[src/design/hl_ctrl_cfg.svh]
`ifndef HL_CTRL_CFG_SVH
`define HL_CTRL_CFG_SVH

////////////////////
// command addresses

// control register: bit 0 PA enable, bit 1 RF switch select
`define HL_ADDR_CTRL 6'h00

// AD9866 PGA register: bits 5..0 gain code
`define HL_ADDR_PGA 6'h0A

////////////////////
// synchronizers

// flops per async input chain
`define HL_SYNC_DEPTH 2

////////////////////
// transmit watchdog

// clk_ctrl cycles without a command before tx is dropped
`define HL_WATCHDOG_CYCLES 200

`endif

[src/design/hl_ctrl_pkg.sv]
`default_nettype none

package hl_ctrl_pkg;

  ////////////////////
  // field widths

  localparam int CMD_ADDR_W = 6;
  localparam int CMD_DATA_W = 32;
  localparam int PGA_W      = 6;
  localparam int LED_W      = 4;

  // sticky clip, sticky good level, address echo, readback
  localparam int RESP_W     = 2 + CMD_ADDR_W + CMD_DATA_W;

  ////////////////////
  // types

  // command register address
  typedef logic [CMD_ADDR_W-1:0] cmd_addr_t;

  // command payload
  typedef logic [CMD_DATA_W-1:0] cmd_data_t;

  // response word, see hl_resp_gen for the field order
  typedef logic [RESP_W-1:0]     resp_t;

  // AD9866 PGA gain code
  typedef logic [PGA_W-1:0]      pga_t;

  // LED bank
  typedef logic [LED_W-1:0]      led_t;

endpackage

`default_nettype wire

[src/design/hl_cmd_regs.sv]
`timescale 1ns/1ns
`default_nettype none

`include "hl_ctrl_cfg.svh"

module hl_cmd_regs (
  input  logic                  clk_ctrl,
  input  logic                  rst_n_i,

  // command from the sync stage
  input  logic                  cmd_rqst_i,
  input  logic                  cmd_ptt_i,
  input  hl_ctrl_pkg::cmd_addr_t cmd_addr_i,
  input  hl_ctrl_pkg::cmd_data_t cmd_data_i,

  // control outputs
  output logic                  tx_on_o,
  output logic                  pa_en_o,
  output logic                  rffe_rfsw_sel_o,
  output hl_ctrl_pkg::pga_t     rffe_ad9866_pga_o,

  // readback of the addressed register
  output hl_ctrl_pkg::cmd_data_t rdata_o
);

  localparam int WD_CYCLES = `HL_WATCHDOG_CYCLES;
  localparam int WD_W      = $clog2(WD_CYCLES + 1);

  logic            wr_ctrl;
  logic            wr_pga;
  logic [WD_W-1:0] wd_cnt_q;
  logic            wd_expire;

  ////////////////////
  // write decode

  assign wr_ctrl = cmd_rqst_i && (cmd_addr_i == `HL_ADDR_CTRL);
  assign wr_pga  = cmd_rqst_i && (cmd_addr_i == `HL_ADDR_PGA);

  always_ff @(posedge clk_ctrl or negedge rst_n_i) begin
    if (!rst_n_i) begin
      pa_en_o           <= 1'b0;
      rffe_rfsw_sel_o   <= 1'b0;
      rffe_ad9866_pga_o <= '0;
    end else begin
      if (wr_ctrl) begin
        pa_en_o         <= cmd_data_i[0];
        rffe_rfsw_sel_o <= cmd_data_i[1];
      end
      if (wr_pga) begin
        rffe_ad9866_pga_o <= cmd_data_i[hl_ctrl_pkg::PGA_W-1:0];
      end
    end
  end

  ////////////////////
  // tx watchdog

  // counter saturates at WD_CYCLES, every command restarts it
  always_ff @(posedge clk_ctrl or negedge rst_n_i) begin
    if (!rst_n_i) begin
      wd_cnt_q <= '0;
    end else if (cmd_rqst_i) begin
      wd_cnt_q <= '0;
    end else if (wd_cnt_q != WD_W'(WD_CYCLES)) begin
      wd_cnt_q <= wd_cnt_q + WD_W'(1);
    end
  end

  // counter reaches WD_CYCLES on this edge
  assign wd_expire = (wd_cnt_q == WD_W'(WD_CYCLES - 1));

  // ptt from every command, dropped when the host goes quiet
  always_ff @(posedge clk_ctrl or negedge rst_n_i) begin
    if (!rst_n_i) begin
      tx_on_o <= 1'b0;
    end else if (cmd_rqst_i) begin
      tx_on_o <= cmd_ptt_i;
    end else if (wd_expire && tx_on_o) begin
      tx_on_o <= 1'b0;
    end
  end

  ////////////////////
  // readback

  // zero extended, unknown addresses read 0
  always_comb begin
    rdata_o = '0;
    case (cmd_addr_i)
      `HL_ADDR_CTRL: begin
        rdata_o[0] = pa_en_o;
        rdata_o[1] = rffe_rfsw_sel_o;
      end
      `HL_ADDR_PGA: begin
        rdata_o[hl_ctrl_pkg::PGA_W-1:0] = rffe_ad9866_pga_o;
      end
      default: begin
        rdata_o = '0;
      end
    endcase
  end

endmodule

`default_nettype wire

[src/design/hl_cmd_sync.sv]
`timescale 1ns/1ns
`default_nettype none

`include "hl_ctrl_cfg.svh"

module hl_cmd_sync (
  input  logic clk_ctrl,
  input  logic rst_n_i,

  // async inputs
  input  logic cmd_cnt_i,
  input  logic rxclip_i,
  input  logic rxgoodlvl_i,

  // clk_ctrl domain
  output logic cmd_rqst_o,
  output logic rxclip_o,
  output logic rxgoodlvl_o
);

  localparam int DEPTH   = `HL_SYNC_DEPTH;

  // bit positions inside each synchronizer stage
  localparam int CNT_BIT  = 0;
  localparam int CLIP_BIT = 1;
  localparam int GOOD_BIT = 2;

  ////////////////////
  // synchronizer chains

  // stage 0 is the first flop, stage DEPTH-1 the output
  logic [DEPTH-1:0][2:0] sync_q;
  logic [2:0]            async_in;

  // previous synchronized toggle level
  logic                  cnt_prev_q;

  assign async_in[CNT_BIT]  = cmd_cnt_i;
  assign async_in[CLIP_BIT] = rxclip_i;
  assign async_in[GOOD_BIT] = rxgoodlvl_i;

  always_ff @(posedge clk_ctrl or negedge rst_n_i) begin
    if (!rst_n_i) begin
      sync_q     <= '0;
      cnt_prev_q <= 1'b0;
    end else begin
      sync_q     <= {sync_q[DEPTH-2:0], async_in};
      cnt_prev_q <= sync_q[DEPTH-1][CNT_BIT];
    end
  end

  ////////////////////
  // outputs

  // any change of the toggle level is one command
  assign cmd_rqst_o  = sync_q[DEPTH-1][CNT_BIT] ^ cnt_prev_q;

  assign rxclip_o    = sync_q[DEPTH-1][CLIP_BIT];
  assign rxgoodlvl_o = sync_q[DEPTH-1][GOOD_BIT];

endmodule

`default_nettype wire

[src/design/hl_ctrl_top.sv]
`timescale 1ns/1ns
`default_nettype none

module hl_ctrl_top (
  input  logic                   clk_ctrl,
  input  logic                   rst_n_i,

  // host command, toggle plus stable fields
  input  logic                   cmd_cnt_i,
  input  hl_ctrl_pkg::cmd_addr_t cmd_addr_i,
  input  hl_ctrl_pkg::cmd_data_t cmd_data_i,
  input  logic                   cmd_ptt_i,
  input  logic                   cmd_resp_i,

  // receiver level flags, async
  input  logic                   rxclip_i,
  input  logic                   rxgoodlvl_i,

  // control outputs
  output logic                   tx_on_o,
  output logic                   pa_en_o,
  output logic                   rffe_rfsw_sel_o,
  output hl_ctrl_pkg::pga_t      rffe_ad9866_pga_o,

  // response and LEDs
  output hl_ctrl_pkg::resp_t     resp_o,
  output logic                   resp_rqst_o,
  output hl_ctrl_pkg::led_t      io_led_o
);

  logic                   cmd_rqst;
  logic                   rxclip_s;
  logic                   rxgoodlvl_s;
  hl_ctrl_pkg::cmd_data_t rdata;

  ////////////////////
  // input sync

  hl_cmd_sync u_cmd_sync (
    .clk_ctrl    (clk_ctrl),
    .rst_n_i     (rst_n_i),
    .cmd_cnt_i   (cmd_cnt_i),
    .rxclip_i    (rxclip_i),
    .rxgoodlvl_i (rxgoodlvl_i),
    .cmd_rqst_o  (cmd_rqst),
    .rxclip_o    (rxclip_s),
    .rxgoodlvl_o (rxgoodlvl_s)
  );

  ////////////////////
  // control registers

  hl_cmd_regs u_cmd_regs (
    .clk_ctrl          (clk_ctrl),
    .rst_n_i           (rst_n_i),
    .cmd_rqst_i        (cmd_rqst),
    .cmd_ptt_i         (cmd_ptt_i),
    .cmd_addr_i        (cmd_addr_i),
    .cmd_data_i        (cmd_data_i),
    .tx_on_o           (tx_on_o),
    .pa_en_o           (pa_en_o),
    .rffe_rfsw_sel_o   (rffe_rfsw_sel_o),
    .rffe_ad9866_pga_o (rffe_ad9866_pga_o),
    .rdata_o           (rdata)
  );

  ////////////////////
  // response

  hl_resp_gen u_resp_gen (
    .clk_ctrl    (clk_ctrl),
    .rst_n_i     (rst_n_i),
    .cmd_rqst_i  (cmd_rqst),
    .cmd_resp_i  (cmd_resp_i),
    .rxclip_i    (rxclip_s),
    .rxgoodlvl_i (rxgoodlvl_s),
    .tx_on_i     (tx_on_o),
    .pa_en_i     (pa_en_o),
    .cmd_addr_i  (cmd_addr_i),
    .rdata_i     (rdata),
    .resp_o      (resp_o),
    .resp_rqst_o (resp_rqst_o),
    .io_led_o    (io_led_o)
  );

endmodule

`default_nettype wire

[src/design/hl_resp_gen.sv]
`timescale 1ns/1ns
`default_nettype none

module hl_resp_gen (
  input  logic                   clk_ctrl,
  input  logic                   rst_n_i,

  // command and status
  input  logic                   cmd_rqst_i,
  input  logic                   cmd_resp_i,
  input  logic                   rxclip_i,
  input  logic                   rxgoodlvl_i,
  input  logic                   tx_on_i,
  input  logic                   pa_en_i,
  input  hl_ctrl_pkg::cmd_addr_t cmd_addr_i,
  input  hl_ctrl_pkg::cmd_data_t rdata_i,

  // response to the host
  output hl_ctrl_pkg::resp_t     resp_o,
  output logic                   resp_rqst_o,

  // front panel
  output hl_ctrl_pkg::led_t      io_led_o
);

  // response owed, waits one cycle for the register write
  logic resp_pend_q;

  // sticky status since the last response
  logic clip_sticky_q;
  logic good_sticky_q;

  ////////////////////
  // request delay

  always_ff @(posedge clk_ctrl or negedge rst_n_i) begin
    if (!rst_n_i) begin
      resp_pend_q <= 1'b0;
      resp_rqst_o <= 1'b0;
    end else begin
      resp_pend_q <= cmd_rqst_i & cmd_resp_i;
      resp_rqst_o <= resp_pend_q;
    end
  end

  ////////////////////
  // sticky bits

  // a level seen in the clear cycle keeps the bit set
  always_ff @(posedge clk_ctrl or negedge rst_n_i) begin
    if (!rst_n_i) begin
      clip_sticky_q <= 1'b0;
      good_sticky_q <= 1'b0;
    end else begin
      clip_sticky_q <= rxclip_i | (clip_sticky_q & ~resp_pend_q);
      good_sticky_q <= rxgoodlvl_i | (good_sticky_q & ~resp_pend_q);
    end
  end

  ////////////////////
  // response word

  // sticky bits, address echo, post-write readback
  always_ff @(posedge clk_ctrl or negedge rst_n_i) begin
    if (!rst_n_i) begin
      resp_o <= '0;
    end else if (resp_pend_q) begin
      resp_o <= {clip_sticky_q, good_sticky_q, cmd_addr_i, rdata_i};
    end
  end

  // tx, pa, clip, good level from msb down
  assign io_led_o = {tx_on_i, pa_en_i, clip_sticky_q, good_sticky_q};

endmodule

`default_nettype wire

[config.mk]
export PLATFORM = sky130hd
export DESIGN_NAME = hl_ctrl_top
export DESIGN_NICKNAME = d
export VERILOG_FILES = /design/src/design/hl_ctrl_pkg.sv /design/src/design/hl_cmd_regs.sv /design/src/design/hl_cmd_sync.sv /design/src/design/hl_ctrl_top.sv /design/src/design/hl_resp_gen.sv
export VERILOG_INCLUDE_DIRS = /design/src /design/src/design
export SDC_FILE = /design/constraint.sdc
export NUM_CORES = 1
export LEC_CHECK = 0
export ABC_CLOCK_PERIOD_IN_PS = 4100
export BUFFER_PORTS_ARGS = -buffer_cell sky130_fd_sc_hd__buf_4
export CAP_MARGIN = 20
export CORE_MARGIN = 2
export CORE_UTILIZATION = 50
export CTS_BUF_LIST = sky130_fd_sc_hd__clkbuf_4
export CTS_CLUSTER_DIAMETER = 120
export CTS_CLUSTER_SIZE = 16
export DETAILED_ROUTE_END_ITERATION = 10
export GPL_TIMING_DRIVEN = 0
export HOLD_SLACK_MARGIN = 0.15
export PLACE_DENSITY_LB_ADDON = 0.08
export SLEW_MARGIN = 20
export SYNTH_ARGS = -nofsm -noshare
export SYNTH_HDL_FRONTEND = slang
export SYNTH_SLANG_ARGS = --single-unit
[constraint.sdc]
create_clock -name clk_ctrl -period 4.1 [get_ports clk_ctrl]
set_input_delay 0.82 -clock clk_ctrl [delete_from_list [all_inputs] [get_ports clk_ctrl]]
set_output_delay 0.82 -clock clk_ctrl [all_outputs]
set_load 0.02 [all_outputs]
Yosys cells after proc, flatten, opt, wreduce, memory -nomap -nowiden --
Cells that the tools add are included.
Word-level totals: RAM bits 0, memory bits (read-only) 0, word-level logic and storage cells 36, memories kept 0, bits in registers 42, latch bits 0, output and inout port bits 54
Cells by class: divide/modulo/power cells 0, shifts and indexed selects 0, reduce and logical (&&, ||, !) cells 6, mux-type cells 6, eq/ne operators 3, bitwise gates (word level) 7, magnitude comparators 0, $mul 0, add/sub/neg operators 1
Operators by type and width (number):
- 8-bit 2-to-1 mux | 2
- 8-bit by 1-bit adder with 8-bit output, second input constant | 1
- 8-bit equality test, second input constant | 1
- 8-bit inequality test, second input constant | 1
- 6-bit by 4-bit equality test with 1-bit output, second input constant | 1
- 6-bit zero test | 1
- 4-bit 2-to-1 mux | 1
- 2-bit one-hot mux with 2 select lines | 1
- 2-bit nonzero test | 2
- 1-bit AND | 3
- 1-bit logical AND | 3
- 1-bit 2-to-1 mux | 2
- 1-bit bitwise OR | 2
- 1-bit NOT | 1
- 1-bit bitwise XOR | 1

Depth between registers and ports, before layout --
word-level depth 4, gate-level depth with buffers 5, depth with buffers taken out 5

Modules after synthesis --
Synthesis repeated with hierarchy kept, for this count alone.
Unflattened totals: cells, all modules 211, area, all modules 3079.2 um^2
Modules (own cells, without submodules):
- hl_resp_gen | seq. area each 1101.1 um^2, times used 1, area each 1844.3 um^2, cells each 97
- hl_cmd_regs | seq. area each 425.4 um^2, times used 1, area each 1051.0 um^2, cells each 106
- hl_cmd_sync | seq. area each 175.2 um^2, times used 1, area each 183.9 um^2, cells each 8

Worst setup path before layout --
No wires, ideal clock.
path type in2reg, start in cmd_addr_i[0], end reg u_cmd_regs.rffe_ad9866_pga_o[0], library setup time 0.125 ns, arrival time 1.813 ns, stages 4, path slack 2.162 ns, path through nor4_4 and3_1 buf_6 mux2_4
Between the ends: word-level cells in the longest chain between the ends 2
RTL lines:
- start: declaration | RTL line hl_ctrl_top.sv:10 | input hl_ctrl_pkg::cmd_addr_t cmd_addr_i,
- 6-bit by 4-bit equality test with 1-bit output (no source line)
- 1-bit logical AND | RTL line hl_cmd_regs.sv:38 | assign wr_pga = cmd_rqst_i && (cmd_addr_i == `HL_ADDR_PGA);
- end signal: assignment | RTL line hl_cmd_regs.sv:51 | rffe_ad9866_pga_o <= cmd_data_i[hl_ctrl_pkg::PGA_W-1:0];
- end: declaration | RTL line hl_cmd_regs.sv:20 | output hl_ctrl_pkg::pga_t rffe_ad9866_pga_o,
Every way passes these cells. A chain may end at the register's enable or synchronous reset.

Worst setup path in the final report --
start reg u_cmd_regs.pa_en_o, end out io_led_o[2]
RTL lines:
- start: declaration | RTL line hl_cmd_regs.sv:18 | output logic pa_en_o,
- start signal: assignment | RTL line hl_cmd_regs.sv:47 | pa_en_o <= cmd_data_i[0];
- end: declaration | RTL line hl_ctrl_top.sv:28 | output hl_ctrl_pkg::led_t io_led_o
No word-level cell between the ends.

==> impl_metrics.toml <==
[worst_setup_path]
r2r.worst_path.cells = 3
timing.critical_path.buf_inv = 2
critical-path-top-delay-family = "flip-flops"
worst_path_max_delay_cell = "sky130_fd_sc_hd__dfrtp_1"
worst_path_largest_cell_delay_ns = 0.42
critPathLaunchType = "flop"
critPathMaxFanout = 4
worstPathCellList = "buf_4 -> buf_4"
critPathRequiredTime_ns = 3.28
critical_path_arrival_ns = 1.05
worst_setup_path_end_kind = "primary output"
critical-path-top-cell-by-count = "sky130_fd_sc_hd__buf_4"
crit_type = "reg -> out"
critical_path.reg2reg.startpoint = "u_cmd_regs.wd_cnt_q[2]$_DFFE_PN0P_"
rr_endpoint = "u_cmd_regs.wd_cnt_q[7]$_DFFE_PN0P_"
timing.reg2reg.setup_slack_ns = 2.68

[timing]
worst_hold_margin_ns = 0.358
max_freq_ghz = 0.536
skew_ns = 0.0125
final.min_clock_period_ns = 1.87
unrepaired_setup_endpoints_after_global_routing = "false"
pins_over_slew_limit = 0
final_hold_viol_count = 0
post-route-period-util_pct = 45.5
report.final.setup_viol = 0
finalSetupTns_ns = 0

[layout]
fillCellCount = 296
fin_util_pct = 68.1
syn_to_final_growth_pct = 30.2
post_route_cells_drive_above_1_share_pct = 43.3
antennaDiodeCount = 0
design.final.nets = 286

[clock_tree]
ctsResizeCount = 0
cts.path.max_buffers = 2
clockRootBuffer = "sky130_fd_sc_hd__clkbuf_4"
worst_skew_pair.late_latency_ns = 0.36
worst_setup_hold_path_clk_slew_ns = 0.11
clock_sinks = 42
htree_num_levels = 2
cts_tree = "done"
post-cts-setup-buffers = 0
tritoncts.num_buffers = 5
cts-hold-fix-buffers = 0

[global_route]
grt_pass1_vias = 1295
grt_first_pass_wirelength_um = 5520
groute.layer.met3.usage_pct = 4.94
grt.busiest_layer = "met2"
initial_antenna_violation_count = 0
gr-usage-met1_pct = 19.4
overflow = 0
grt_max_degree = 43
gr-usage-all-layers_pct = 17.0
met2_usage_pct = 28.5

[logic_synthesis]
number_of_enable_flip_flop_cells_after_synthesis = 0
post_synth_instance_area_um2 = 1930
post_synth_num_cell_types = 35
synth.yosys.warnings = 0
synth_cells = 161
synth-main-ff-cell = "sky130_fd_sc_hd__dfrtp_1"
yosys_register_bits = 42
ys_async_sr_fraction_pct = 100
synth_sequential_area_ratio_pct = 54.5
syn_avg_cell_area_um2 = 12.0

[drt]
route.detailed.wl_per_inst_um = 12.0
drtPass1Iterations = 4
vias = 1362
finalWirelength_um = 3470
viasPerCell = 4.73
drc_errors = 0
antenna_violating_nets_left = 0
first_iter_violations = 75

[power_and_ir_drop]
ir_worst_vdd_mv = 0.272
cellLeakagePower_uw = 0.00125
p_per_area_nw_per_um2 = 393
design_power_total_uw = 987

[hold_path]
hp-class = "reg -> reg"
launch_instance_of_the_worst_min_delay_path = "u_cmd_sync.sync_q[1]$_DFF_PN0_"
holdPathEnd = "u_cmd_sync.rxclip_o$_DFF_PN0_"
holdPathStages = 0

[floorplan]
die_height_um = 66.1
ioPinCount = 99
coreArea_um2 = 3690
floorplan.rows = 22
dieWidth_um = 66.1
dieArea_um2 = 4370
initial_utilization_pct = 52.3

[status]
run_status = "finished clean"

[place]
numPortBuffers = 46
place_congestion = 0.829
post-dp-hpwl_um = 2680

[job]
maxCapViolCount = 0
-- Yosys cell counts, drive strengths merged (3+ instances only) --
master | number | area share (%)
dfrtp | 42 | 54
buf | 32 | 13
mux2 | 16 | 11
o21ai | 9 | 2.3
inv | 7 | 1.4
a21oi | 6 | 1.6
nand2 | 6 | 1.2
nand3 | 4 | 1.3
nand4 | 4 | 1.3
clkbuf | 3 | 0.58
nor2 | 3 | 0.58
xor2 | 3 | 1.4
-- where the power goes --
| part | leakage [uW] | total [uW] | switching, uW | internal, uW |
|---|---|---|---|---|
| clock network | 0.0000463 | 269 | 127 | 143 |
| registers | 0.000530 | 484 | 30.2 | 454 |
| logic | 0.000676 | 234 | 121 | 114 |
-- final cells by class --
type | count | area, um^2 | area share [%]
clock inverter | 1 | 30.0 | 1.20
sequential | 42 | 1050 | 41.9
timing repair buffer | 46 | 345 | 13.8
clock buffer | 7 | 52.6 | 2.09
buffer | 35 | 253 | 10.1
tap | 48 | 60.1 | 2.39
multi-input combinational | 102 | 693 | 27.6
inverter | 7 | 26.3 | 1.05
-- worst max-delay path by stage --
stage,from,endpoint,cells after the start
5_1_grt,u_cmd_regs.pa_en_o$_DFFE_PN0P_,io_led_o[2],2
6_report,u_cmd_regs.pa_en_o$_DFFE_PN0P_,io_led_o[2],2
3_3_place_gp,cmd_addr_i[0],u_cmd_regs.rffe_ad9866_pga_o[4]$_DFFE_PN0P_,5
4_1_cts,u_cmd_regs.pa_en_o$_DFFE_PN0P_,io_led_o[2],2
3_5_place_dp,cmd_addr_i[0],u_cmd_regs.rffe_ad9866_pga_o[1]$_DFFE_PN0P_,5
2_1_floorplan,cmd_addr_i[0],u_cmd_regs.rffe_ad9866_pga_o[0]$_DFFE_PN0P_,4
-- cell usage in the layout (no fill, tap or decap), drive strengths merged, types with 3 or more instances in the layout --
cell	count
dfrtp	42
nor2	3
o21ai	9
a21oi	6
nand3	4
nand4	4
mux2	16
clkbuf	10
buf	78
nand2	6
inv	7
xor2	3
conb	26
-- routing by layer --
metal / vias to the layer above / share of wire, % / routed length, um
met5: - / 0 / 0
met4: 0 / 3.0 / 104
met3: 14 / 8.3 / 289
met2: 60 / 48 / 1660
met1: 639 / 41 / 1410
li1: 649 / - / -
-- through the flow --
| step | instance area, um^2 | std cells | worst slack [ns] |
|---|---|---|---|
| 3_5_place_dp | 2430 | 280 | 1.91 |
| 2_1_floorplan | 2020 | 186 | 2.16 |
| 5_1_grt | 2510 | 288 | 2.18 |
| 4_1_cts | 2510 | 288 | 2.21 |
| 6_report | 2510 | 288 | 2.23 |
| 3_3_place_gp | 2430 | 280 | 1.93 |
-- logic make-up (layout without fill, tap and decap cells) --
logic type	count (synthesis)	in the layout	synth area share (%)
multiplexers	16	16	10.5
AO/OA/AOI/OAI	23	23	7.13
adder cells (fa/ha/maj)	2	2	1.30
XOR/XNOR	3	3	1.36
flip-flops	42	42	54.5
AND/OR/NAND/NOR	32	32	10.6
other	1	26	0.194
buffers and inverters	42	96	14.5
-- flip-flops by register name, indices dropped and copies added, names as in the netlist --
register / cells
u_resp_gen.clip_sticky_q: 1
u_cmd_sync.cnt_prev_q: 1
u_resp_gen.resp_rqst_o: 1
u_cmd_sync.rxgoodlvl_o: 1
u_cmd_sync.sync_q: 4
u_cmd_regs.wd_cnt_q: 8
u_cmd_regs.pa_en_o: 1
u_resp_gen.good_sticky_q: 1
u_cmd_sync.rxclip_o: 1
u_cmd_regs.tx_on_o: 1
u_cmd_regs.rffe_ad9866_pga_o: 6
u_cmd_regs.rffe_rfsw_sel_o: 1
u_resp_gen.resp_pend_q: 1
u_resp_gen.resp_o: 14
Note: power is estimated with default switching activity, not from simulation.
